## src/logic/lsu_pkg.sv

```systemverilog
// load-store package with widths, access and fault encodings, request/response structs
`default_nettype none

package lsu_pkg;

    // data path and address widths
    localparam int XLEN = 64;
    localparam int ADDR_W = 32;

    // access size carried with each request
    typedef enum logic [1:0] {
        width_byte  = 2'd0,
        width_half  = 2'd1,
        width_word  = 2'd2,
        width_dword = 2'd3
    } access_width_e;

    // outcome reported with every response
    typedef enum logic [1:0] {
        fault_none       = 2'd0,
        fault_misaligned = 2'd1,
        fault_range      = 2'd2
    } fault_e;

    // one load or store from the requester
    typedef struct packed {
        logic                 write;
        access_width_e        width;
        logic                 load_unsigned;
        logic [ADDR_W-1:0]    addr;
        logic [XLEN-1:0]      wdata;
    } mem_req_t;

    // one response, rdata is zero for stores and faulted requests
    typedef struct packed {
        logic            write;
        fault_e          fault;
        logic [XLEN-1:0] rdata;
    } mem_rsp_t;

    // doubleword seen whole or as eight byte lanes
    typedef union packed {
        logic [XLEN-1:0]   whole;
        logic [7:0][7:0]   bytes;
    } dword_u;

endpackage

`default_nettype wire

```

## src/logic/store_aligner.sv

```systemverilog
// store aligner, turns width and low address into byte enables, lane data and a misalign flag
`default_nettype none

module store_aligner (
    input  wire logic [2:0]               addr_low,
    input  wire lsu_pkg::access_width_e   width,
    input  wire logic [lsu_pkg::XLEN-1:0] wdata,
    output logic [7:0]                    byte_en,
    output lsu_pkg::dword_u               lane_data,
    output logic                          misaligned
);

    logic [7:0]      base_en;
    logic [2:0]      size_mask;
    lsu_pkg::dword_u src;

    // enables for an access at lane 0, and the address bits that must be clear
    always_comb begin
        unique case (width)
            lsu_pkg::width_byte: begin
                base_en   = 8'h01;
                size_mask = 3'b000;
            end
            lsu_pkg::width_half: begin
                base_en   = 8'h03;
                size_mask = 3'b001;
            end
            lsu_pkg::width_word: begin
                base_en   = 8'h0f;
                size_mask = 3'b011;
            end
            default: begin
                base_en   = 8'hff;
                size_mask = 3'b111;
            end
        endcase
    end

    assign misaligned = |(addr_low & size_mask);
    assign byte_en    = base_en << addr_low;
    assign src.whole  = wdata;

    // lane i takes source byte i - offset
    always_comb begin : place_lanes
        logic [2:0] src_lane;
        for (int i = 0; i < 8; i++) begin
            src_lane = 3'(i) - addr_low;
            if (byte_en[i]) begin
                lane_data.bytes[i] = src.bytes[src_lane];
            end else begin
                lane_data.bytes[i] = 8'h00;
            end
        end
    end

endmodule

`default_nettype wire

```

## config.mk

```make
export PLATFORM = sky130hd
export DESIGN_NAME = store_aligner
export DESIGN_NICKNAME = d
export VERILOG_FILES = /design/src/logic/lsu_pkg.sv /design/src/logic/store_aligner.sv
export SDC_FILE = /design/constraint.sdc
export NUM_CORES = 1
export LEC_CHECK = 0
export BUFFER_PORTS_ARGS = -buffer_cell sky130_fd_sc_hd__buf_2
export CAP_MARGIN = 20
export CELL_PAD_IN_SITES_DETAIL_PLACEMENT = 0
export CELL_PAD_IN_SITES_GLOBAL_PLACEMENT = 1
export CORE_UTILIZATION = 38
export DETAILED_ROUTE_END_ITERATION = 6
export PLACE_DENSITY = 0.95
export REMOVE_ABC_BUFFERS = 1
export SLEW_MARGIN = 25
export SYNTH_ARGS = -nofsm -noshare
export SYNTH_HDL_FRONTEND = slang
export SYNTH_SLANG_ARGS = --single-unit
```

## constraint.sdc

```tcl
create_clock -name vclk -period 5.4
set_input_delay 0.81 -clock vclk [all_inputs]
set_output_delay 0.81 -clock vclk [all_outputs]
set_load 0.005 [all_outputs]
```

# Word-level counts from Yosys, hierarchy flattened
# Index checks and enable logic that the tools add are counted.
# totals
word_cells	48
output_inout_bits	73
rom_bits	0
reg_bits	0
in_bits	69
latch_bits	0
ram_bits	0
memories	0
# op_classes
n_bitwise	1
addsub	8
reduce_logical	2
n_eq_ne	2
shifts	1
n_div	0
mul	0
n_lt_le_gt_ge	8
muxes	26
# op_table
operator	count
8-bit binary-select mux with 3-bit select	8
8-bit two-way mux	16
3-bit by 4-bit < comparator with 1-bit output, second input constant	8
8-bit case mux with 3 select lines	1
3-bit subtractor, first input constant	4
3-bit case mux with 3 select lines	1
8-bit by 3-bit left shift with 8-bit output	1
1-bit by 3-bit subtractor with 3-bit output, first input constant	2
2-bit by 3-bit subtractor with 3-bit output, first input constant	2
3-bit bitwise AND	1
3-bit OR reduction	1
2-bit by 1-bit equality test with 1-bit output, second input constant	1
2-bit equality test, second input constant	1
2-bit logical NOT	1

# Logic depth before layout (Yosys ltp)
# logic_depth
word_depth	4
ltp_mapped	11
ltp_nobuf	5

# Worst setup path before layout
# No wires, ideal clock.
# synth_timing
path_kind	in2out
startpoint	input addr_low[0]
endpoint	output lane_data[5] (netlist name)
required_time_ns	4.590
path_stages	10
slack_ns	1.961
path_buffers	5
arrival_ns	2.629
path_cell_list	buf_6 > buf_12 > buf_8 > inv_2 > ha_1 > ha_1 > clkbuf_1 > buf_2 > mux2i_1 > nor2b_1
# synth_rtl
item	line_no	source
from (decl)	store_aligner.sv:5	input wire logic [2:0] addr_low,
to (decl)	store_aligner.sv:9	output lsu_pkg::dword_u lane_data,

==> metrics.cfg <==
[power_and_ir_drop]
pwr_density_cell_mw_per_mm2 = 108
p_leak_nw = 1.55
irDropWorstVdd_v = 0.0000788

[floorplanning]
initial_utilization_pct = 40.3
io_pins = 142
core_sq_mm = 0.00694
die-area_sq_mm = 0.00771
die_y_um = 87.8
chipWidth_um = 87.8
rows = 30

[sta]
slew_viol_final = 0
tns_ns = 0
fmax_ghz = 0.241
setup_viol = 0
fin_crit_sh_pct = 76.9
tightest_slew_ns = 0.913
rsz0062_at_grt = false
period_needed_ns = 4.15
timing_hold_violations_final = 0
relSlewSlack_pct = 39.1

[synth]
synthCells = 267
postSynthAreaPerCell_sq_um = 10.5
ys_types = 36
synth_warnings = 0
syn_area_sq_mm = 0.00280
ys_seq_area_share_pct = 0

[worst_setup_path]
path_cells = buf_4 > inv_2 > ha_1 > buf_4 > mux4_2 > mux2i_1 > nor3_2 > buf_2
critPathMostFrequentCell = buf_4
cp.arrival_ns = 3.34
start_kind = primary input
worstPathRequired_ns = 4.59
crit_slowest_cell = ha_1
path_max_fanout = 31
max_stage_delay_ns = 0.90
endpoint_kind = output pin
crit_type = primary input to output pin

[global_route]
grt_pass1_vias = 2761
grt_pass1_wl_mm = 14.7
antenna_found_initial = 0
grt.overflow.total = 0
grt_use_total_pct = 25.1
grt_max_degree = 42

[cts]
hold_buffers = 0
cts_resized = 0
cts_setup_buffers = 0

[detailed_routing]
route.detailed.wl_per_inst_um = 20.9
vias = 2994
wirelength_mm = 10.0
vias_per_cell = 6.25
first_pass_iters = 5
drcViolationCount = 0
detail_route.iter0.violations = 284
ant_nets = 0

[flow_run]
cap_violations = 0

[placed_design]
dpl-instance-area_sq_mm = 0.00341
hpwl_mm = 7.20
finalWeightedCongestion = 0.826
portBuffers = 142

[worst_hold_path]
hold-path-endpoint = misaligned
worstHoldPathType = primary input to output pin
min-delay-start = width[1]
holdPathStages = 4

[final_layout]
design.seq.count = 0
drive_gt1_share_pct = 60.6
n_antenna_cell = 0
n_clock_buffer = 0
final_cell_area_sq_mm = 0.00341
final_nets = 457
register_area_sq_um = 0
syn_to_final_growth_pct = 22.1

[status]
status = complete, no violations

## cell usage in the layout (no fill, tap or decap), types with 3 or more instances in the layout
cell and n:
a2111oi_2 8, a21oi_1 26, and2_1 16, buf_2 141
buf_4 5, ha_1 3, inv_2 5, mux2_1 8
mux2i_1 24, mux4_2 55, nand2_1 34, nor2_1 9
nor2b_1 8, nor3_1 9, nor3_2 8
## worst max-delay path by stage
stage                          endpoint  depth (start not counted)         from  slack, ns
after floorplan           lane_data[23]                          5  addr_low[1]       1.92
after global placement    lane_data[48]                          8  addr_low[0]       1.29
after detailed placement  lane_data[51]                          8  addr_low[0]       1.18
after CTS                 lane_data[51]                          8  addr_low[0]       1.19
after global routing      lane_data[51]                          8  addr_low[0]       1.02
final                     lane_data[51]                          8  addr_low[0]       1.25
## critical path: cells and delay by family
family	cells	cell delay, ns
and+or+nand+nor	1	0.06
adders and majority gates	1	0.90
buffers and inverters	4	0.99
muxes	2	0.55
## cells by family (layout without fill, tap and decap cells)
kind of cell	count (synthesis)	in the layout	share of synthesized area, %
and+or+nand+nor	91	91	17.9
muxes	89	89	57.4
AOI/OAI and AO/OA	46	46	12.1
adders and majority gates	3	3	1.34
xor gates and xnor gates	2	2	1.57
buffers and inverters	36	152	9.66
## cells in the mapped netlist, types with 2 or more instances
master / count / area, sq um
buf_2: 12 / 60.1
nand2_1: 34 / 128
nor3_2: 8 / 80.1
nor3_4: 2 / 32.5
mux2_1: 8 / 90.1
buf_4: 4 / 30.0
o21ai_1: 2 / 10.0
and2_1: 17 / 106
nor2b_1: 8 / 50.1
mux2i_1: 24 / 240
a2111oi_2: 8 / 120
inv_2: 5 / 18.8
nor2_1: 9 / 33.8
buf_12: 3 / 60.1
o21ai_0: 2 / 10.0
buf_6: 6 / 67.6
nor3_1: 9 / 45.0
a211o_1: 2 / 17.5
a21oi_1: 26 / 130
nand2b_1: 2 / 12.5
clkbuf_1: 3 / 11.3
ha_1: 3 / 37.5
o22ai_1: 2 / 12.5
nor2_2: 2 / 12.5
mux4_2: 55 / 1240
## power by group
group          switching [W]  total [W]  internal (W)
logic               0.000190   0.000370      0.000180
registers                  0          0             0
clock network              0          0             0
total               0.000190   0.000370      0.000180
## per-stage QoR
stage	cells	hold slack (ns)	setup WS [ns]	utilization (%)	total power, W
global route	479	2.18	1.02	49.2	0.000396
finish	479	2.10	1.25	49.2	0.000370
detailed placement	479	2.10	1.18	49.1	0.000367
CTS	479	2.10	1.19	49.1	0.000368
global placement	479	2.08	1.29	49.1	0.000358
floorplan	237	1.65	1.92	-	0.000218
## final cells by class
class | count | area [sq um]
inverter | 6 | 22.5
tap | 96 | 120
fill | 647 | 3530
timing repair buffer | 146 | 743
multi-input combinational | 231 | 2530
## layer usage
metal  up-vias  GRT usage [%]  wire (um)  part of all wire [%]
met4         0           2.68         53                  0.53
met5         -              0          0                     0
li1       1299              -          -                     -
met2       187           44.6       5100                    51
met1      1503           34.6       4090                    41
met3         5           1.89        779                   7.8
Power figures use the tool's default switching activity.
