<file path="src/logic/lsu_pkg.sv">
// load-store package with widths, access and fault encodings, request/response structs
`default_nettype none

package lsu_pkg;

    // data path and address widths
    localparam int XLEN = 64;
    localparam int ADDR_W = 32;

    // access size carried with each request
    typedef enum logic [1:0] {
        width_byte  = 2'd0,
        width_half  = 2'd1,
        width_word  = 2'd2,
        width_dword = 2'd3
    } access_width_e;

    // outcome reported with every response
    typedef enum logic [1:0] {
        fault_none       = 2'd0,
        fault_misaligned = 2'd1,
        fault_range      = 2'd2
    } fault_e;

    // one load or store from the requester
    typedef struct packed {
        logic                 write;
        access_width_e        width;
        logic                 load_unsigned;
        logic [ADDR_W-1:0]    addr;
        logic [XLEN-1:0]      wdata;
    } mem_req_t;

    // one response, rdata is zero for stores and faulted requests
    typedef struct packed {
        logic            write;
        fault_e          fault;
        logic [XLEN-1:0] rdata;
    } mem_rsp_t;

    // doubleword seen whole or as eight byte lanes
    typedef union packed {
        logic [XLEN-1:0]   whole;
        logic [7:0][7:0]   bytes;
    } dword_u;

endpackage

`default_nettype wire

</file>
<file path="src/logic/load_extractor.sv">
// load extractor, shifts the addressed lanes down and zero- or sign-extends to 64 bits
`default_nettype none

module load_extractor (
    input  wire logic [2:0]             addr_low,
    input  wire lsu_pkg::access_width_e width,
    input  wire logic                   load_unsigned,
    input  wire lsu_pkg::dword_u        rdata,
    output logic [lsu_pkg::XLEN-1:0]    load_data
);

    lsu_pkg::dword_u shifted;
    logic            sign;

    // rotate so the addressed lane lands at byte 0
    always_comb begin : shift_lanes
        logic [2:0] src_lane;
        for (int i = 0; i < 8; i++) begin
            src_lane = 3'(i) + addr_low;
            shifted.bytes[i] = rdata.bytes[src_lane];
        end
    end

    // top bit of the accessed field, cleared for unsigned loads
    always_comb begin
        unique case (width)
            lsu_pkg::width_byte: sign = shifted.bytes[0][7];
            lsu_pkg::width_half: sign = shifted.bytes[1][7];
            lsu_pkg::width_word: sign = shifted.bytes[3][7];
            default:             sign = shifted.bytes[7][7];
        endcase
        sign = sign & !load_unsigned;
    end

    always_comb begin
        unique case (width)
            lsu_pkg::width_byte: begin
                load_data = {{56{sign}}, shifted.bytes[0]};
            end
            lsu_pkg::width_half: begin
                load_data = {{48{sign}}, shifted.whole[15:0]};
            end
            lsu_pkg::width_word: begin
                load_data = {{32{sign}}, shifted.whole[31:0]};
            end
            default: begin
                // doubleword passes through untouched
                load_data = shifted.whole;
            end
        endcase
    end

endmodule

`default_nettype wire

</file>
<file path="config.mk">
export PLATFORM = sky130hd
export DESIGN_NAME = load_extractor
export DESIGN_NICKNAME = d
export VERILOG_FILES = /design/src/logic/lsu_pkg.sv /design/src/logic/load_extractor.sv
export SDC_FILE = /design/constraint.sdc
export NUM_CORES = 1
export LEC_CHECK = 0
export ABC_CLOCK_PERIOD_IN_PS = 4800
export BUFFER_PORTS_ARGS = -buffer_cell sky130_fd_sc_hd__buf_2
export CAP_MARGIN = 20
export CELL_PAD_IN_SITES_DETAIL_PLACEMENT = 0
export CELL_PAD_IN_SITES_GLOBAL_PLACEMENT = 2
export CORE_ASPECT_RATIO = 1.2
export CORE_MARGIN = 2
export CORE_UTILIZATION = 25
export DETAILED_ROUTE_END_ITERATION = 16
export GPL_TIMING_DRIVEN = 1
export MAX_ROUTING_LAYER = met4
export PLACE_DENSITY_LB_ADDON = 0.1
export SETUP_SLACK_MARGIN = 0.2
export SKIP_LAST_GASP = 1
export SLEW_MARGIN = 15
export SYNTH_ARGS = -nofsm -noshare
export SYNTH_HDL_FRONTEND = slang
export SYNTH_SLANG_ARGS = --single-unit
</file>
<file path="constraint.sdc">
create_clock -name vclk -period 4.8
set_clock_uncertainty 0.2 [all_clocks]
set_input_delay 0.96 -clock vclk [all_inputs]
set_output_delay 0.96 -clock vclk [all_outputs]
set_load 0.02 [all_outputs]
</file>
* Yosys cells after proc, flatten, opt, wreduce, memory -nomap -nowiden
Index checks and enable logic that the tools add are counted.
** Storage, ports and cells
- Bits in latches :: 0
- Logic and storage cells :: 38
- Bits in registers :: 0
- Bits of input ports :: 70
- Memories :: 0
- ROM bits :: 0
- Bits in writable memories :: 0
** Cells by class
- Shift-type cells :: 0
- Muxes and demuxes :: 18
- Add/sub/neg operators :: 7
- Reduce and logical (&&, ||, !) cells :: 2
- Multiply operators :: 0
- Bitwise gates (word level) :: 1
- Divide/modulo/power cells :: 0
- Equality and inequality tests :: 2
- Magnitude comparators :: 8
** Operators by type and width (count)
- 8-bit binary-select mux with 3-bit select :: 8
- 64-bit one-hot mux with 3 select lines :: 1
- 8-bit two-way mux :: 8
- 3-bit by 4-bit less-than comparator with 1-bit output, second input constant :: 8
- 3-bit adder, first input constant :: 4
- 2-bit by 3-bit adder with 3-bit output, first input constant :: 2
- 1-bit by 3-bit adder with 3-bit output, first input constant :: 1
- 1-bit one-hot mux with 3 select lines :: 1
- 2-bit by 1-bit == test with 1-bit output, second input constant :: 1
- 2-bit == test, second input constant :: 1
- 2-bit zero test :: 1
- 1-bit bitwise AND :: 1
- 1-bit zero test :: 1

* Logic depth before layout (Yosys ltp)
- Depth after elaboration :: 6
- Mapped depth :: 13
- Depth with buffers taken out :: 7

* Worst setup path before layout
OpenSTA, ideal clock, no wires.
- Path kind :: input-to-output
- Start :: input addr_low[0]
- End :: output load_data[18] in the netlist's numbering
- Stages :: 13
- Arrival :: 3653 ps
- Path buffers :: 6
- Setup slack :: -13 ps
- Path through :: buf_2 > buf_2 > buf_2 > buf_2 > inv_1 > ha_1 > buf_6 > mux4_2 > mux2i_4 > nor2_2 > a221oi_4 > buf_8 > a31oi_2
** Between the ends
- Longest elaborated chain between the ends :: 6
- Elaborated cells on any way between the ends :: 17
** Ends and longest elaborated chain
- start, declared :: line load_extractor.sv:5 : input wire logic [2:0] addr_low,
- 3-bit adder (tied with other cells) :: line load_extractor.sv:19 : src_lane = 3'(i) + addr_low;
- 8-bit binary-select mux with 3-bit select :: line load_extractor.sv:20 : shifted.bytes[i] = rdata.bytes[src_lane];
- 8-bit two-way mux (implied by the code) :: line load_extractor.sv:20
- 1-bit one-hot mux with 3 select lines :: line load_extractor.sv:26 : unique case (width)
- 1-bit bitwise AND :: line load_extractor.sv:32 : sign = sign & !load_unsigned;
- 64-bit one-hot mux with 3 select lines * :: line load_extractor.sv:36 : unique case (width)
- end, declared :: line load_extractor.sv:9 : output logic [lsu_pkg::XLEN-1:0] load_data
Every way passes the cells marked *; elsewhere a longest branch is shown, timed or not. The select of a mux whose other input is x is not followed.

* Worst setup path in the final report
- Start :: input addr_low[0]
- End :: output load_data[23] in the netlist's numbering
Same word-level chain as after synthesis.

==> results.md <==
- Number of core rows: 42
- Switching fraction of total power: 59.07%
- Final Hold Viols: 0
- Routed length on met3: 698 µm
- Worst voltage drop across the vdd grid: 0.00005469 V
- Met2 wire length: 6022 µm
- Largest area contributor in the synthesized netlist: mux4_2
- Number of synthesis warnings: 0
- Internal power: 0.2509 mW
- Maximum fanout encountered on the critical timing path: 10
- Post_cts resized: 0
- Number of hold buffers added after cts: 0
- Crit path capture type: output pin
- CP Data Required Time: 3.64 ns
- Adder-cell share of the synthesized area: 0.9079%
- Register Area: 0 µm²
- Number of I/O pins: 134
- Average size of a mapped cell: 9.774 µm²
- DRC violation count after routing: 0
- Most common library cells after synthesis: mux4_2, nand2_1, a21oi_1
- Wire length per cell after detailed routing: 22.15 µm
- Net count reported at finish: 478
- Number of cells after detailed placement: 536
- Via count: 3185
- Max-Slew Margin vs Limit: 59.80%
- Finished Core Util: 32.84%
- Fill cell total of the finished layout: 1182
- Global-route wire length before repair: 18320 µm
- Switching pwr: 0.3620 mW
- Max cap viols: 0
- Pleak: 1.445 nW
- Post-DP HPWL: 9285 µm
- Number of cells in the finished layout apart from fillers: 536
- Fraction of the mapped netlist area in compound gates: 23.24%
- Post-Synthesis Net Count: 354
- Basic-gate share of the synthesized area counting and, or, nand and nor cells: 10.39%
- Post-placement setup slack: 0.4360 ns
- Setup slack after layout: 0.4475 ns
- Std-Cell Core Area: 0.01088 mm²
- Combinational power share: 100.0%
- Overall power of the completed layout: 0.6129 mW
- Combinational family with the most area after synthesis: multiplexers
- Top cell family by delay on the critical path: multiplexers
- Fin Setup TNS: 0 ns
- Data arrival time of the critical path: 3.19 ns
- Share of the synthesized area in the top cell type: 50.66%
- Number of antenna violations at the first check in global routing: 0
- Synthesized instance count: 282
- Transition time at the pin with the least slew margin: 0.6030 ns
- Sequential cells: 0
- Cell Pwr Density: 171.6 mW/mm²
- Global-route usage over all layers: 20.11%
- Upper clock frequency limit: 0.2298 GHz
- Critical path cell sequence: buf_4 > inv_1 > ha_1 > mux4_2 > mux2i_4 > nor2_2 > a221oi_4 > buf_4 > a31oi_2 > buf_2
- Synth Area in XOR/XNOR: 2.587%
- Sequential group share of total power: 0%
- Final period util: 90.68%
- Netlist cell types: 35
- DRC marker count from the first detailed-route iteration: 153
- Post-CTS setup repair buffer count: 0
- Count of buffering cells on the critical path with inverters included: 4
- Kind of path behind the tightest hold check: input port to output pin
- Most frequent cell after synthesis: mux4_2
- Kind of start point of the critical path: input port
- Die X-Extent: 99.86 µm
- Routed metal-1 wirelength: 5115 µm
- Count of input and output buffers: 134
- Cell Area, Synth: 0.002756 mm²
- Remaining number of nets flagged by the antenna check after routing: 0
- Setup repair after global routing missed its margin: false
- Slowest stage cell, crit path: mux4_2
- Remaining global-route overflow: 0
- Final slew viol count: 0
- Via count of the first global-routing pass: 3198
- Status: completed
- Synthesis-to-layout area growth: 29.60%
- Type of the setup path with the least slack: input port to output pin
- Clock buffer cells: 0
- Post-synthesis sequential area ratio: 0%
- Share of cell area taken by muxes after synthesis: 56.33%
- # setup viols final: 0
- Total Routed Length: 11870 µm
- Clock share of power: 0%
- Fraction of final layout cells sized beyond drive strength 1: 60.15%
- Final GP Congestion: 0.8293
- Via density per instance: 5.942
- First-pass detailed-route iteration total: 4
- Die Height: 119.0 µm
- Final critical-path required period: 4.353 ns
- Die ar.: 0.01189 mm²
- Initial core utilization: 25.34%
- Largest net degree at the start of global routing: 40
- CP dominant cell by count: buf_4
- Largest stage delay on the critical path: 0.58 ns
- Topmost layer with routed signal wires: met4
- Largest cells by area after synthesis: mux4_2, nand2_1, o22ai_1, a21oi_1, a31oi_2
- Count of inserted antenna diode cells: 0
==> power by group through the flow <==
stage / sequential (mW) / combinational (mW) / clock, mW
after global routing: 0 / 0.657 / 0
final: 0 / 0.613 / 0
after detailed placement: 0 / 0.613 / 0
after global placement: 0 / 0.612 / 0
after CTS: 0 / 0.616 / 0
after floorplan: 0 / 0.407 / 0
==> layer usage <==
metal / track usage, % / up-vias
met2: 34.12 / 145
met1: 27.87 / 1608
met3: 1.643 / 4
met5: - / -
met4: 0.7705 / 0
li1: - / 1428
==> cell families (layout without fill, tap and decap cells) <==
family          Yosys count  count (layout)
simple gates             69              69
mux                      75              75
compound gates           96              96
buf+inv                  34             156
xor+xnor                  6               6
fa+ha+maj                 2               2
==> per-stage QoR <==
| step | area (µm²) | hold WS, ns |
|---|---|---|
| after CTS | 3572 | 2.192 |
| final | 3572 | 2.195 |
| after detailed placement | 3572 | 2.186 |
| after floorplan | 2771 | 2.050 |
| after global placement | 3572 | 2.202 |
| after global routing | 3572 | 2.252 |
==> cell usage in the layout, fill, tap and decap left out <==
cell type and instances:
mux2i_4 1, nor3_1 1, nor4_1 1, nor2_1 5, and2_1 1, nor2_2 1, a221oi_4 1, a31oi_2 10
mux4_2 62, o22ai_1 32, buf_4 19, buf_2 133, xnor2_4 1, mux2_1 1, nor3_2 1, and3_1 1
o21ai_2 2, mux2i_1 1, a21oi_1 35, xnor2_1 2, o21ai_0 2, nand2b_1 3, ha_1 2, inv_1 4
or2_2 1, xor2_1 3, nand2_1 54, o31a_1 1, a31oi_1 12, mux2_2 10, a21bo_2 1
==> final cells by class <==
class,count,area [µm²],area share (%)
well taps,132,165.2,4.623
multi-input cells,248,2584,72.33
repair buffers,152,808.3,22.63
inverters,4,15.01,0.4203
==> path summary, 6_finish.rpt <==
check | depth (start not counted) | from | slack [ns] | endpoint
worst max-delay path | 10 | addr_low[0] | 0.45 | load_data[23]
worst min-delay path | 4 | load_unsigned | 2.19 | load_data[43]
No activity file was read; power rests on OpenSTA's default activity.
