**config.mk**
```make
export PLATFORM = sky130hd
export DESIGN_NAME = lsu_ctrl_fsm
export DESIGN_NICKNAME = d
export VERILOG_FILES = /design/src/logic/lsu_pkg.sv /design/src/logic/lsu_ctrl_fsm.sv
export SDC_FILE = /design/constraint.sdc
export NUM_CORES = 1
export LEC_CHECK = 0
export BUFFER_PORTS_ARGS = -buffer_cell sky130_fd_sc_hd__buf_2
export CELL_PAD_IN_SITES_DETAIL_PLACEMENT = 2
export CELL_PAD_IN_SITES_GLOBAL_PLACEMENT = 2
export CORE_AREA = 2 2 136 138
export DETAILED_ROUTE_END_ITERATION = 10
export DIE_AREA = 0 0 138 140
export PLACE_DENSITY = 0.81
export SETUP_SLACK_MARGIN = 0.15
export SLEW_MARGIN = 30
export SYNTH_ARGS = -nofsm -noshare
export SYNTH_HDL_FRONTEND = slang
export SYNTH_SLANG_ARGS = --single-unit
```
**constraint.sdc**
```tcl
create_clock -name clk -period 13.7 [get_ports clk]
set_input_delay 1.37 -clock clk [delete_from_list [all_inputs] [get_ports clk]]
set_output_delay 1.37 -clock clk [all_outputs]
set_load 0.03 [all_outputs]
```
**src/logic/lsu_pkg.sv**
```systemverilog
// load-store package with widths, access and fault encodings, request/response structs
`default_nettype none

package lsu_pkg;

    // data path and address widths
    localparam int XLEN = 64;
    localparam int ADDR_W = 32;

    // access size carried with each request
    typedef enum logic [1:0] {
        width_byte  = 2'd0,
        width_half  = 2'd1,
        width_word  = 2'd2,
        width_dword = 2'd3
    } access_width_e;

    // outcome reported with every response
    typedef enum logic [1:0] {
        fault_none       = 2'd0,
        fault_misaligned = 2'd1,
        fault_range      = 2'd2
    } fault_e;

    // one load or store from the requester
    typedef struct packed {
        logic                 write;
        access_width_e        width;
        logic                 load_unsigned;
        logic [ADDR_W-1:0]    addr;
        logic [XLEN-1:0]      wdata;
    } mem_req_t;

    // one response, rdata is zero for stores and faulted requests
    typedef struct packed {
        logic            write;
        fault_e          fault;
        logic [XLEN-1:0] rdata;
    } mem_rsp_t;

    // doubleword seen whole or as eight byte lanes
    typedef union packed {
        logic [XLEN-1:0]   whole;
        logic [7:0][7:0]   bytes;
    } dword_u;

endpackage

`default_nettype wire

```
**src/logic/lsu_ctrl_fsm.sv**
```systemverilog
// request sequencer that holds one request, decides its fault, steps RAM and issues the response
`default_nettype none

module lsu_ctrl_fsm #(
    parameter logic [lsu_pkg::ADDR_W-1:0] RAM_BASE = 32'h8000_0000,
    parameter int RAM_DEPTH_LOG2 = 10
) (
    input  wire logic                     clk,
    input  wire logic                     rst_n,
    input  wire logic                     req_valid,
    input  wire lsu_pkg::mem_req_t        req,
    input  wire logic                     misaligned,
    input  wire logic                     credit_avail,
    input  wire logic [lsu_pkg::XLEN-1:0] load_data,
    output lsu_pkg::mem_req_t             hold_req,
    output logic [RAM_DEPTH_LOG2-1:0]     ram_index,
    output logic                          ram_wen,
    output logic                          ram_ren,
    output logic                          credit_take,
    output logic                          req_credit,
    output logic                          rsp_valid,
    output lsu_pkg::mem_rsp_t             rsp
);

    localparam int unsigned WIN_BYTES = 8 * (2 ** RAM_DEPTH_LOG2);
    // one extra bit so the window end cannot wrap
    localparam logic [lsu_pkg::ADDR_W:0] RAM_END =
        {1'b0, RAM_BASE} + (lsu_pkg::ADDR_W + 1)'(WIN_BYTES);

    typedef enum logic [1:0] {
        state_idle,
        state_access,
        state_respond
    } state_e;

    state_e                      state;
    lsu_pkg::fault_e             access_fault;
    lsu_pkg::fault_e             rsp_fault;
    logic                        out_of_range;
    logic [lsu_pkg::ADDR_W-1:0]  offset;

    assign out_of_range = (hold_req.addr < RAM_BASE) || ({1'b0, hold_req.addr} >= RAM_END);

    // range wins over alignment
    assign access_fault = out_of_range ? lsu_pkg::fault_range :
                          misaligned   ? lsu_pkg::fault_misaligned :
                                         lsu_pkg::fault_none;

    assign offset    = hold_req.addr - RAM_BASE;
    assign ram_index = offset[RAM_DEPTH_LOG2+2:3];

    // RAM only sees fault-free accesses
    assign ram_wen = (state == state_access) && (access_fault == lsu_pkg::fault_none)
                     && hold_req.write;
    assign ram_ren = (state == state_access) && (access_fault == lsu_pkg::fault_none)
                     && !hold_req.write;

    assign rsp_valid   = (state == state_respond) && credit_avail;
    assign req_credit  = rsp_valid;
    assign credit_take = rsp_valid;

    assign rsp.write = hold_req.write;
    assign rsp.fault = rsp_fault;
    assign rsp.rdata = (!hold_req.write && rsp_fault == lsu_pkg::fault_none) ?
                       load_data : '0;

    always_ff @(posedge clk) begin
        if (!rst_n) begin
            state <= state_idle;
        end else begin
            unique case (state)
                state_idle:    if (req_valid) state <= state_access;
                state_access:  state <= state_respond;
                state_respond: if (rsp_valid) state <= state_idle;
                default:       state <= state_idle;
            endcase
        end
    end

    // request and fault payload
    always_ff @(posedge clk) begin
        if (state == state_idle && req_valid) begin
            hold_req <= req;
        end
        if (state == state_access) begin
            rsp_fault <= access_fault;
        end
    end

    // requester must hold the single credit to send
    assert property (@(posedge clk) disable iff (!rst_n) req_valid |-> state == state_idle)
        else $error("req_valid while a request is in flight");

    // credits only drop when a response takes one
    assert property (@(posedge clk) disable iff (!rst_n)
        credit_avail && !credit_take |=> credit_avail)
        else $error("response credits lost without a response");

endmodule

`default_nettype wire

```
* Word level (Yosys, flattened, before mapping)
Cells that the tools add are included.
** Word-level totals
- Register bits after elaboration :: 104
- Output and inout port bits :: 182
- Word-level logic and storage cells :: 32
** Operators by class
- $add $sub $neg :: 1
- $lt $le $gt $ge :: 2
- Equality and inequality tests :: 4
- Mux-type cells :: 6
- Reductions and logical operators :: 12
** Operator list (number)
- $mux W64 :: 1
- $ge A32 B32 Y1 const B :: 1
- $lt A32 B32 Y1 const B :: 1
- $sub A13 B1 Y13 const B :: 1
- $logic_and A1 B1 Y1 :: 6
- $logic_not A2 Y1 :: 3
- $mux W2 :: 3
- $pmux W2 S3 :: 1
- $ne A2 B2 Y1 const B :: 2
- $eq A2 B1 Y1 const B :: 1
- $eq A2 B2 Y1 const B :: 1
- $reduce_and A2 Y1 :: 1
- $logic_not A1 Y1 :: 1
- $logic_or A1 B1 Y1 :: 1
- $mux W1 :: 1

* Depth between registers and ports, before layout
- Word-level depth :: 6
- Depth in mapped cells :: 3

* Worst setup path after synthesis
Ideal clock, no wire load.
- Path kind :: input port to flip-flop
- Start :: input port req_valid
- End :: register hold_req[0] (netlist name) (enable)
- Library setup time :: 0.703 ns
- Data arrival time :: 8.578 ns
- Data required time :: 12.997 ns
- Slack :: 4.420 ns
- Stages :: 1
- Path through :: nor3b_1
** On the way
- Word-level cells in the longest chain between the ends :: 1
** Ends and longest elaborated chain
- start: declaration :: RTL line lsu_ctrl_fsm.sv:10 : input wire logic req_valid,
- $logic_and A1 B1 Y1 :: RTL line lsu_ctrl_fsm.sv:82 : if (state == state_idle && req_valid) begin
- end signal: assignment :: RTL line lsu_ctrl_fsm.sv:83 : hold_req <= req;
- end: declaration :: RTL line lsu_ctrl_fsm.sv:15 : output lsu_pkg::mem_req_t hold_req,
Every way passes these cells.
A chain may end at the register's enable or synchronous reset.

* Final worst setup path
- Start :: input port misaligned
- End :: output port ram_ren
** On the way
- Word-level cells in the longest chain between the ends :: 5
** Ends and longest elaborated chain
- start: declaration :: RTL line lsu_ctrl_fsm.sv:12 : input wire logic misaligned,
- $mux W1 :: RTL line lsu_ctrl_fsm.sv:46 : misaligned ? lsu_pkg::fault_misaligned :
- $mux W2 :: RTL line lsu_ctrl_fsm.sv:45 : assign access_fault = out_of_range ? lsu_pkg::fault_range :
- $logic_not A2 Y1 :: RTL line lsu_ctrl_fsm.sv:55 : assign ram_ren = (state == state_access) && (access_fault == lsu_pkg::fault_none)
- $logic_and A1 B1 Y1 :: RTL line lsu_ctrl_fsm.sv:55
- $logic_and A1 B1 Y1 :: RTL line lsu_ctrl_fsm.sv:56 : && !hold_req.write;
- end: declaration :: RTL line lsu_ctrl_fsm.sv:18 : output logic ram_ren,
Every way passes these cells.

==> flow_metrics.tcl <==
set metrics [dict create \
    status "complete, no violations" \
    leakagePower_nw 2.872 \
    grtUsageTotal 0.1535 \
    powerDensity_nw_per_um2 125.6 \
    totalWireLength_mm 15.06 \
    fin_crit_sh 0.2793 \
    synth_top_flop_cell "edfxtp_1" \
    path_clk_slew_ns 0.06 \
    gp_congestion 0.7985 \
    antenna_left 0 \
    highest_layer "met5" \
    cap_violations 0 \
    first_iter_violations 73 \
    synthTopCellsByArea "edfxtp_1 81%, and2_1 11%, buf_4 2.6%" \
    yosysMostFrequentCell "edfxtp_1" \
    setup_ws_ns 9.873 \
    fillCellCount 1926 \
    cp_common_cell "buf_2" \
    cpPeakStageDelay_ns 0.38 \
    crit_required_ns 12.33 \
    syn_inst 210 \
    die_x_um 138 \
    netlist_area_um2 3802 \
    path_cells "buf_2, nor3b_1, nand4_1, nor3_1, buf_2" \
    setup_tns_ns 0 \
    route.met2.wl_mm 8.352 \
    crit_path_max_fanout 2 \
    slowest_stage "nor3b_1" \
    max_freq_mhz 261.3 \
    rows 49 \
    portBuffers 350 \
    synth_edf_count 102 \
    synth_common_cells "102 x edfxtp_1, 65 x and2_1, 13 x buf_4" \
    yosysWarnings 0 \
    synth_top_area_share 0.8055 \
    end_kind "primary output" \
    drive_gt1_frac 0.6643 \
    numClockSinks 104 \
    clk_latency_ns 0.35 \
    ys_ff_latch 104 \
    die_area_um2 19320 \
    tightestPinTransition_ns 0.7008 \
    crit_path_start_kind "primary input" \
    synth.avg_cell_area_um2 18.11 \
    rsz0062_at_grt "no" \
    grt_pass1_vias 3588 \
    relSlewSlack 0.5328 \
    peakVddDrop_mv 0.07466 \
    synth_nets 379 \
    cts_resized 0 \
    die_h_um 140 \
    antenna_found_initial 3 \
    routed-wl-met3_mm 1.680 \
    min_period_ns 3.827 \
    place_hpwl_mm 12.62 \
    start_util 0.2139 \
    via_count 3188 \
    ys_seq_area_frac 0.8161 \
    nNetsFinal 724 \
    dp_slack_ns 9.820 \
    setup_viol 0 \
    drt-met1-wl_mm 4.790 \
    h-tree-depth 3 \
    path_class "primary input to primary output" \
    async_flop_share 0 \
    antenna_cells 0 \
    viasPerCell 4.041 \
    cts_root_buf "clkbuf_16" \
    cts_buffers 9 \
    postCtsHoldBufs 0 \
    yosysUniqueCellTypes 21 \
    grt_pass1_wl_mm 22.19 \
    finClkSkew_ns 0.01145 \
    pin_count 351 \
    area_delta_synth_final_pct 59.07 \
    hold_class "flop to flop" \
    max-clock-path-buffers 2 \
    core_area_um2 17780 \
    hold_viol 0 \
    dr.pass1.iters 4 \
    post_cts_buffers 0 \
    yosys.area.top_type "edfxtp_1" \
    cts_tree "done" \
    grt_max_degree 79 \
    drc 0 \
    post_drt_wl_per_cell_um 19.09 \
    drv_slew 0 \
    overflow 0 \
    arrival_ns 2.46 \
]
through the flow:
stage	instances	hold WS, ns	total power, mW	area, um^2	util
2_1_floorplan	210	0.5893	0.4597	3802	-
3_3_place_gp	773	0.6433	0.5035	5748	0.3233
3_5_place_dp	773	0.6857	0.5091	5748	0.3233
4_1_cts	789	0.7082	0.7723	6045	0.3400
5_1_grt	789	0.7294	0.7893	6048	0.3402
6_report	789	0.7061	0.7596	6048	0.3402
registers in the layout (all words and copies together), names as in the netlist:
name and flops:
state 2, rsp_fault 2, hold_req 100
layout by cell type (no fill, tap or decap), types with 2 or more instances in the layout:
master | netlist | final
and2_1 | 65 | 65
clkbuf_1 | 6 | 2
buf_4 | 13 | 2
nor3_1 | 3 | 3
dfxtp_1 | 2 | 2
buf_2 | 0 | 350
clkbuf_16 | 0 | 9
nor3b_1 | 3 | 2
nor4_1 | 2 | 2
edfxtp_1 | 102 | 102
inv_6 | 0 | 2
nand2_1 | 2 | 2
power by group:
group	internal, mW	switching (mW)	total, mW
sequential	0.375	0.00920	0.385
combinational	0.0355	0.0790	0.115
clock	0.144	0.116	0.260
total	0.555	0.204	0.760
critical path, delay by kind of cell:
| kind | cells | cell delay, ns |
|---|---|---|
| buf+inv | 2 | 0.34 |
| simple gates | 3 | 0.74 |
routing by layer:
metal | vias up | global-route usage
li1 | 1433 | -
met5 | - | 0
met3 | 22 | 0.07248
met2 | 216 | 0.2960
met4 | 6 | 0.04511
met1 | 1511 | 0.1433
final timing paths:
path                                          endpoint             startpoint  slack (ns)  depth (start not counted)
worst max-delay path                           ram_ren             misaligned        9.87                          5
worst max register to register  hold_req[77]$_DFFE_PP_  state[1]$_SDFFE_PN0P_       11.78                          3
worst min register to register   state[1]$_SDFFE_PN0P_  state[0]$_SDFFE_PN0P_        0.71                          2
worst min-delay path             state[1]$_SDFFE_PN0P_  state[0]$_SDFFE_PN0P_        0.71                          2
layout make-up:
class	count	area [um^2]	share of cell area
multi-input cells	86	580.6	0.09599
clock buffers	11	232.7	0.03848
clock inverters	5	63.81	0.01055
inverters	1	3.754	0.0006206
flip-flops and latches	104	3103	0.5130
well taps	229	286.5	0.04737
repair buffers	353	1778	0.2940
cell families after synthesis:
kind of cell    synth area share
flops                     0.8161
simple gates              0.1494
buf+inv                  0.03257
compound gates          0.001975
Note: power is estimated with default switching activity, not from simulation.
