File: src/logic/credit_counter.sv
// response credit counter, counts down on each response and up on each returned credit
`default_nettype none

module credit_counter #(
    parameter int RSP_CREDITS = 2
) (
    input  wire logic clk,
    input  wire logic rst_n,
    input  wire logic credit_take,
    input  wire logic credit_return,
    output logic      credit_avail
);

    localparam int CNT_W = $clog2(RSP_CREDITS + 1);
    localparam logic [CNT_W-1:0] CNT_FULL = CNT_W'(RSP_CREDITS);

    logic [CNT_W-1:0] count;

    always_ff @(posedge clk) begin
        if (!rst_n) begin
            count <= CNT_FULL;
        end else begin
            // take and return together cancel out
            if (credit_take && !credit_return) begin
                count <= count - 1'b1;
            end else if (credit_return && !credit_take) begin
                count <= count + 1'b1;
            end
        end
    end

    assign credit_avail = (count != '0);

    // consumer side must never go below zero
    assert property (@(posedge clk) disable iff (!rst_n) credit_take |-> count != '0)
        else $error("credit taken with none left");

    // requester returns more credits than it was given
    assert property (@(posedge clk) disable iff (!rst_n)
        credit_return && !credit_take |-> count != CNT_FULL)
        else $error("credit returned while counter is full");

endmodule

`default_nettype wire

File: config.mk
export PLATFORM = sky130hd
export DESIGN_NAME = credit_counter
export DESIGN_NICKNAME = d
export VERILOG_FILES = /design/src/logic/credit_counter.sv
export SDC_FILE = /design/constraint.sdc
export NUM_CORES = 1
export LEC_CHECK = 0
export BUFFER_PORTS_ARGS = -buffer_cell sky130_fd_sc_hd__buf_2
export CORE_AREA = 8 8 45 47
export CTS_BUF_LIST = sky130_fd_sc_hd__clkbuf_8 sky130_fd_sc_hd__clkbuf_16
export CTS_CLUSTER_DIAMETER = 200
export DETAILED_ROUTE_END_ITERATION = 10
export DIE_AREA = 0 0 53 55
export PLACE_DENSITY_LB_ADDON = 0.12
export SLEW_MARGIN = 25
export SYNTH_ARGS = -nofsm -noshare
export SYNTH_HDL_FRONTEND = slang
export SYNTH_SLANG_ARGS = --single-unit
File: constraint.sdc
create_clock -name clk -period 2.5 [get_ports clk]
set_input_delay 0.5 -clock clk [delete_from_list [all_inputs] [get_ports clk]]
set_output_delay 0.5 -clock clk [all_outputs]
set_load 0.005 [all_outputs]
### Yosys cells after proc, flatten, opt, wreduce, memory -nomap -nowiden

Cells that the tools add are included.

| cells by class | value |
|---|---|
| mux-type cells | 2 |
| reduce and logical (&&, ||, !) cells | 6 |
| add/subtract/negate cells | 2 |
| magnitude comparators | 0 |
| multipliers | 0 |
| div/mod/pow operators | 0 |
| bitwise operators | 0 |
| shifts and indexed selects | 0 |
| equality and inequality tests | 0 |

Operators by type and width:

| kind | count |
|---|---|
| $mux W2 | 2 |
| $reduce_bool A2 Y1 | 2 |
| $add A2 B1 Y2 const B | 1 |
| $logic_and A1 B1 Y1 | 2 |
| $logic_not A1 Y1 | 2 |
| $sub A2 B1 Y2 const B | 1 |

| word-level totals | value |
|---|---|
| output and inout bits | 1 |
| memory bits (writable) | 0 |
| bits in registers | 2 |
| bits in latches | 0 |
| memories kept | 0 |
| bits in read-only memories | 0 |

### Depth between registers and ports, before layout

Gate-level depths: netlist of run 1.

| logic depth | value |
|---|---|
| depth in word-level cells | 4 |
| depth in mapped cells | 5 |

### Worst setup path after synthesis of run 1

Ideal clock, no wire load.

| path | value |
|---|---|
| kind | in2reg |
| start point | input credit_return |
| end point | register count[1] |
| arrival | 1249 ps |
| library setup time | 62 ps |
| buffers on the path | 0 |
| cell stages on the path | 4 |
| setup slack | 1190 ps |
| cell sequence | inv_1 -> ha_1 -> or3_1 -> nand3_1 |

| between the ends | value |
|---|---|
| word-level cells in the longest chain between the ends | 3 |

RTL lines:

| item | line | source |
|---|---|---|
| start: declaration | 10 | `input wire logic credit_return,` |
| $logic_not A1 Y1 | 24 | `if (credit_take && !credit_return) begin` |
| $logic_and A1 B1 Y1 | 24 |  |
| $mux W2 or $reduce_bool A2 Y1 (tied branches) | - |  |
| end signal: assignment | 25 | `count <= count - 1'b1;` |
| end signal: assignment | 27 | `count <= count + 1'b1;` |
| end: declaration | 17 | `logic [CNT_W-1:0] count;` |

Several ways; a longest one is shown, not always the timed one.
A chain may end at the register's enable or synchronous reset.

### Final worst setup path of run 1

| path | value |
|---|---|
| start point | register count[0] |
| end point | output credit_avail |

| between the ends | value |
|---|---|
| word-level cells in the longest chain between the ends | 1 |

RTL lines:

| item | line | source |
|---|---|---|
| $reduce_bool A2 Y1 | 32 | `assign credit_avail = (count != '0);` |
| end: declaration | 11 | `output logic credit_avail` |

No other way between the ends.

==> flow_summary.yaml, run 1 <==
critical_path:
  crit_arrival_ns: 0.88
  required_ns: 2.00
  end_kind: "output port"
  ff2ff_path_depth: 3
  reg2reg_from: "count[0]"
  cp_max_fo: 3
  critical_path_class: "flop to output port"
  reg2reg_slack_ns: 1.59
  regToRegEndpoint: "count[1]"
  startpoint_type: "flop"
clock_network:
  post_cts_buffers: 0
  cts_resized: 0
  clkSlewWorstSetupHoldPaths_ns: 0.03
  cts.htree.levels: 1
  cts_made_buffers: 3
  holdBufCountCts: 0
  cts_tree: "done"
  cts.path.max_buffers: 2
  worstSkewPairLatency_ns: 0.21
  clockRootBuffer: "clkbuf_8"
  cts_sinks: 2
global_routing:
  grt_usage_pct: 2.24
  grt_max_degree: 4
  grt_pass1_wl_um: 427
  grt_pass1_vias: 119
  grt_overflow: 0
  antenna_found_initial: 0
route:
  wirelength_um: 256
  vias: 100
  via_per_inst: 2.94
  wire_per_inst_um: 7.53
  drtIter0Drc: 0
  route.detailed.drc: 0
  drtAntennaViolNets: 0
  drtPass1Iterations: 1
logic_synthesis:
  seq_area_frac_synth_pct: 39.0
  synthCells: 11
  synth_seq_cells: 2
  synth-edff-count: 0
  synth-main-ff-cell: "dfxtp_1"
  yosys-top-cells-area: "dfxtp_1 39%, xnor2_1 17%, ha_1 12%"
  syn-num-nets: 16
  synth_cell_type_count: 9
  synth_top_area_share_pct: 39.0
  syn_area_per_cell_um2: 9.33
  syn_area_um2: 103
  async_flop_share_pct: 0
  synth_area_leader_cell: "dfxtp_1"
  synth_common_cells: "2 x dfxtp_1, 2 x xnor2_1"
  synth_warnings: 0
timing:
  tns_ns: 0
  setup_viol: 0
  worst_pin_slew_ns: 0.152
  grt_setup_unrepaired: "false"
  relSlewSlack_pct: 89.8
  skew_ns: 0.00228
  min_period_ns: 1.38
  fmax_mhz: 723
  drv_slew: 0
  hold_violations: 0
  post-route-period-util_pct: 55.3
floorplan:
  die_area_mm2: 0.00292
  die_x_um: 53
  io_pins: 5
  design.core.area_mm2: 0.00138
  die_y_um: 55
  placementRows: 14
  start_util_pct: 7.41
place:
  port-buffer-count: 4
  gp_congestion: 0.544
final_layout:
  top_regs: "count: 2 flops"
  finalNetCount: 25
  top_register: "count"
  fin_util_pct: 13.3
  drive_gt1_share_pct: 38.9
  largest_reg_flops: 2
  area_growth_pct: 79.3
  diodes: 0
min_path:
  hp-class: "input port to flop"
  worstHoldPathCells: 2
  hold_start: "rst_n"
  worstHoldEndpoint: "count[1]"
pwr:
  vdd_drop_max_mv: 0.164
  leakage_nw: 0.0764
  power_density_mw_per_mm2: 1020
job:
  cap_violations: 0
run_status:
  status: "finished, final reports clean"
-- power breakdown --
part / internal [mW] / switching, mW
clock: 0.102 / 0.0247
combinational: 0.0125 / 0.00833
sequential: 0.0370 / 0.00385
-- layer usage --
metal	GRT usage [%]	part of all wire [%]	up-vias
met5	0	0	-
met4	3.88	6.6	0
met3	1.07	6.3	2
met2	3.71	54	4
met1	1.36	33	44
li1	-	-	50
-- critical path: stages (launching register included) --
cell and delay, ns:
dfxtp_1 0.32, or2_1 0.23, buf_2 0.13
-- worst max path at each step --
| stage | start | to | slack [ns] |
|---|---|---|---|
| 5_1_grt | count[0] | credit_avail | 1.07 |
| 3_3_place_gp | credit_take | count[1] | 1.04 |
| 3_5_place_dp | credit_take | count[1] | 1.05 |
| 4_1_cts | count[0] | credit_avail | 1.11 |
| 2_1_floorplan | credit_return | count[1] | 1.19 |
| 6_report | count[0] | credit_avail | 1.12 |
-- final cells by class --
class	count	area, um^2
fill	169	1200
multi-input combinational	8	58.8
clock buffer	3	41.3
sequential	2	40.0
timing repair buffer	4	20.0
tap	16	20.0
inverter	1	3.75
-- stage by stage --
step           hold slack [ns]  cells  worst slack [ns]  cell area [um^2]  power [mW]
6_report                 0.484     34              1.12               184       0.188
5_1_grt                  0.489     34              1.07               184       0.202
4_1_cts                  0.484     34              1.11               184       0.192
3_5_place_dp             0.511     31              1.05               143      0.0624
3_3_place_gp             0.525     31              1.04               143      0.0627
2_1_floorplan            0.471     11              1.19               103      0.0549
-- cells by family after synthesis --
logic type / Yosys count / share of synthesized area, %
AO/OA/AOI/OAI: 1 / 4.87
XOR/XNOR: 2 / 17.1
adder cells (fa/ha/maj): 1 / 12.2
buffers and inverters: 1 / 3.66
flip-flops: 2 / 39.0
AND/OR/NAND/NOR: 4 / 23.2
-- layout by cell type (no fill, tap or decap), drive strengths merged --
cell type / Yosys / final
xnor2: 2 / 2
or2: 1 / 1
o21ai: 1 / 1
and2: 1 / 1
inv: 1 / 1
or3: 1 / 1
buf: 0 / 4
ha: 1 / 1
dfxtp: 2 / 2
nand3: 1 / 1
clkbuf: 0 / 3
(Power assumes the default switching activity.)
==> inputs of run 2 (changes only) <==
==> constraint.sdc (replaced) <==
create_clock -name clk -period 1.4 [get_ports clk]
set_input_delay 0.28 -clock clk [delete_from_list [all_inputs] [get_ports clk]]
set_output_delay 0.28 -clock clk [all_outputs]
set_load 0.005 [all_outputs]
==> run 2 against run 1 <==
Core utilization stayed put. Clock power is 79% higher. Wire length increased by 0.39%. Combinational power rose by 80%. Critical path type unchanged. Critical endpoint unchanged. Largest cell class unchanged. Highest routed layer unchanged.
==> flow_summary.yaml, run 2 (synthesis gave the netlist of run 1 again) <==
run_status:
  status: "finished, final reports clean"
global_routing:
  grt_busiest_layer: "met2"
  met3_usage_pct: 0.802
  grtUsageMet2_pct: 4.10
  grt_usage_pct: 2.18
  grt_pass1_wl_um: 420
  grt_max_degree: 4
  antenna_found_initial: 0
  grt_overflow: 0
  use_met1_pct: 1.06
  grt_pass1_vias: 123
clock_network:
  cts_made_buffers: 3
  cts_sinks: 2
  cts_resized: 0
  cts.htree.levels: 1
  holdBufCountCts: 0
  worstSkewPairLatency_ns: 0.21
  post_cts_buffers: 0
  clockRootBuffer: "clkbuf_8"
  cts.path.max_buffers: 2
  cts_tree: "done"
  clkSlewWorstSetupHoldPaths_ns: 0.03
timing:
  min_period_ns: 1.17
  worst_pin_slew_ns: 0.164
  skew_ns: 0.00208
  hold_slack_ns: 0.263
  hold_violations: 0
  setup_viol: 0
  tns_ns: 0
  relSlewSlack_pct: 89.0
  post-route-period-util_pct: 83.4
  drv_slew: 0
  fmax_mhz: 857
  grt_setup_unrepaired: "false"
final_layout:
  finalNetCount: 25
  layout_commonest_cell: "buf_2"
  top_regs: "count: 2 flops"
  largest_reg_flops: 2
  area_growth_pct: 79.3
  drive_gt1_share_pct: 38.9
  fill_cells: 166
  diodes: 0
  top_register: "count"
  layout_common_cells: "4 x buf_2, 3 x clkbuf_8, 2 x xnor2_1, 2 x dfxtp_1"
route:
  route.detailed.drc: 0
  wire_per_inst_um: 7.56
  vias: 105
  drtIter0Drc: 0
  via_per_inst: 3.09
  drtAntennaViolNets: 0
  wirelength_um: 257
  drtPass1Iterations: 1
critical_path:
  worst-path-buf-inv: 1
  crit_arrival_ns: 0.89
  required_ns: 1.12
  cp_max_fo: 3
  path_cells: "or2_1 > buf_2"
  crit_path_top_delay_cell: "dfxtp_1"
  cpPeakStageDelay_ns: 0.32
  path_delay_family: "flip-flops"
  critical_path_class: "flop to output port"
  end_kind: "output port"
  startpoint_type: "flop"
place:
  port-buffer-count: 4
  gp_congestion: 0.544
pwr:
  seq_power_share_pct: 21.8
  vdd_drop_max_mv: 0.293
  power_density_mw_per_mm2: 1830
  clockPowerShare_pct: 67.0
  combPwrFrac_pct: 11.2
  switching_power_uw: 65.6
  p_total_uw: 336
  p_sw_share_pct: 19.5
  leakage_nw: 0.0764
  p_int_uw: 270
floorplan:
  die_x_um: 53
  io_pins: 5
  start_util_pct: 7.41
  design.core.area_mm2: 0.00138
  die_y_um: 55
  die_area_mm2: 0.00292
  placementRows: 14
min_path:
  hp-class: "input port to flop"
job:
  cap_violations: 0
[run 2: path summary, 6_finish.rpt]
kind                        to  slack, ns  cells past startpoint  startpoint
setup / recovery  credit_avail       0.23                      2    count[0]
hold / removal        count[1]       0.26                      2       rst_n
setup reg to reg      count[1]       0.49                      3    count[0]
hold reg to reg       count[1]       0.52                      2    count[1]
[run 2: layer usage]
| metal | part of all wire [%] | vias to the layer above |
|---|---|---|
| met5 | 0 | - |
| met1 | 32 | 49 |
| met3 | 3.5 | 2 |
| met4 | 6.6 | 0 |
| li1 | - | 50 |
| met2 | 57 | 4 |
[run 2: metrics by stage]
stage          cell area, um^2  utilization (%)  std cells  setup WS (ns)
2_1_floorplan              103                -         11          0.310
3_3_place_gp               143             10.3         31          0.163
3_5_place_dp               143             10.3         31          0.166
4_1_cts                    184             13.3         34          0.219
5_1_grt                    184             13.3         34          0.192
6_report                   184             13.3         34          0.232
[run 2: layout make-up]
class,instances,area (um^2),share of cell area (%)
Multi-Input combinational cell,8,58.8,32.0
Inverter,1,3.75,2.04
Timing Repair Buffer,4,20.0,10.9
Tap cell,16,20.0,10.9
Sequential cell,2,40.0,21.8
Clock buffer,3,41.3,22.4
[run 2: power groups by stage]
stage | registers [mW] | logic [mW] | clock network, mW
after floorplan | 0.0720 | 0.0261 | 0
after global placement | 0.0741 | 0.0377 | 0
after detailed placement | 0.0740 | 0.0381 | 0
after CTS | 0.0734 | 0.0392 | 0.230
after global routing | 0.0751 | 0.0424 | 0.242
final | 0.0732 | 0.0375 | 0.225
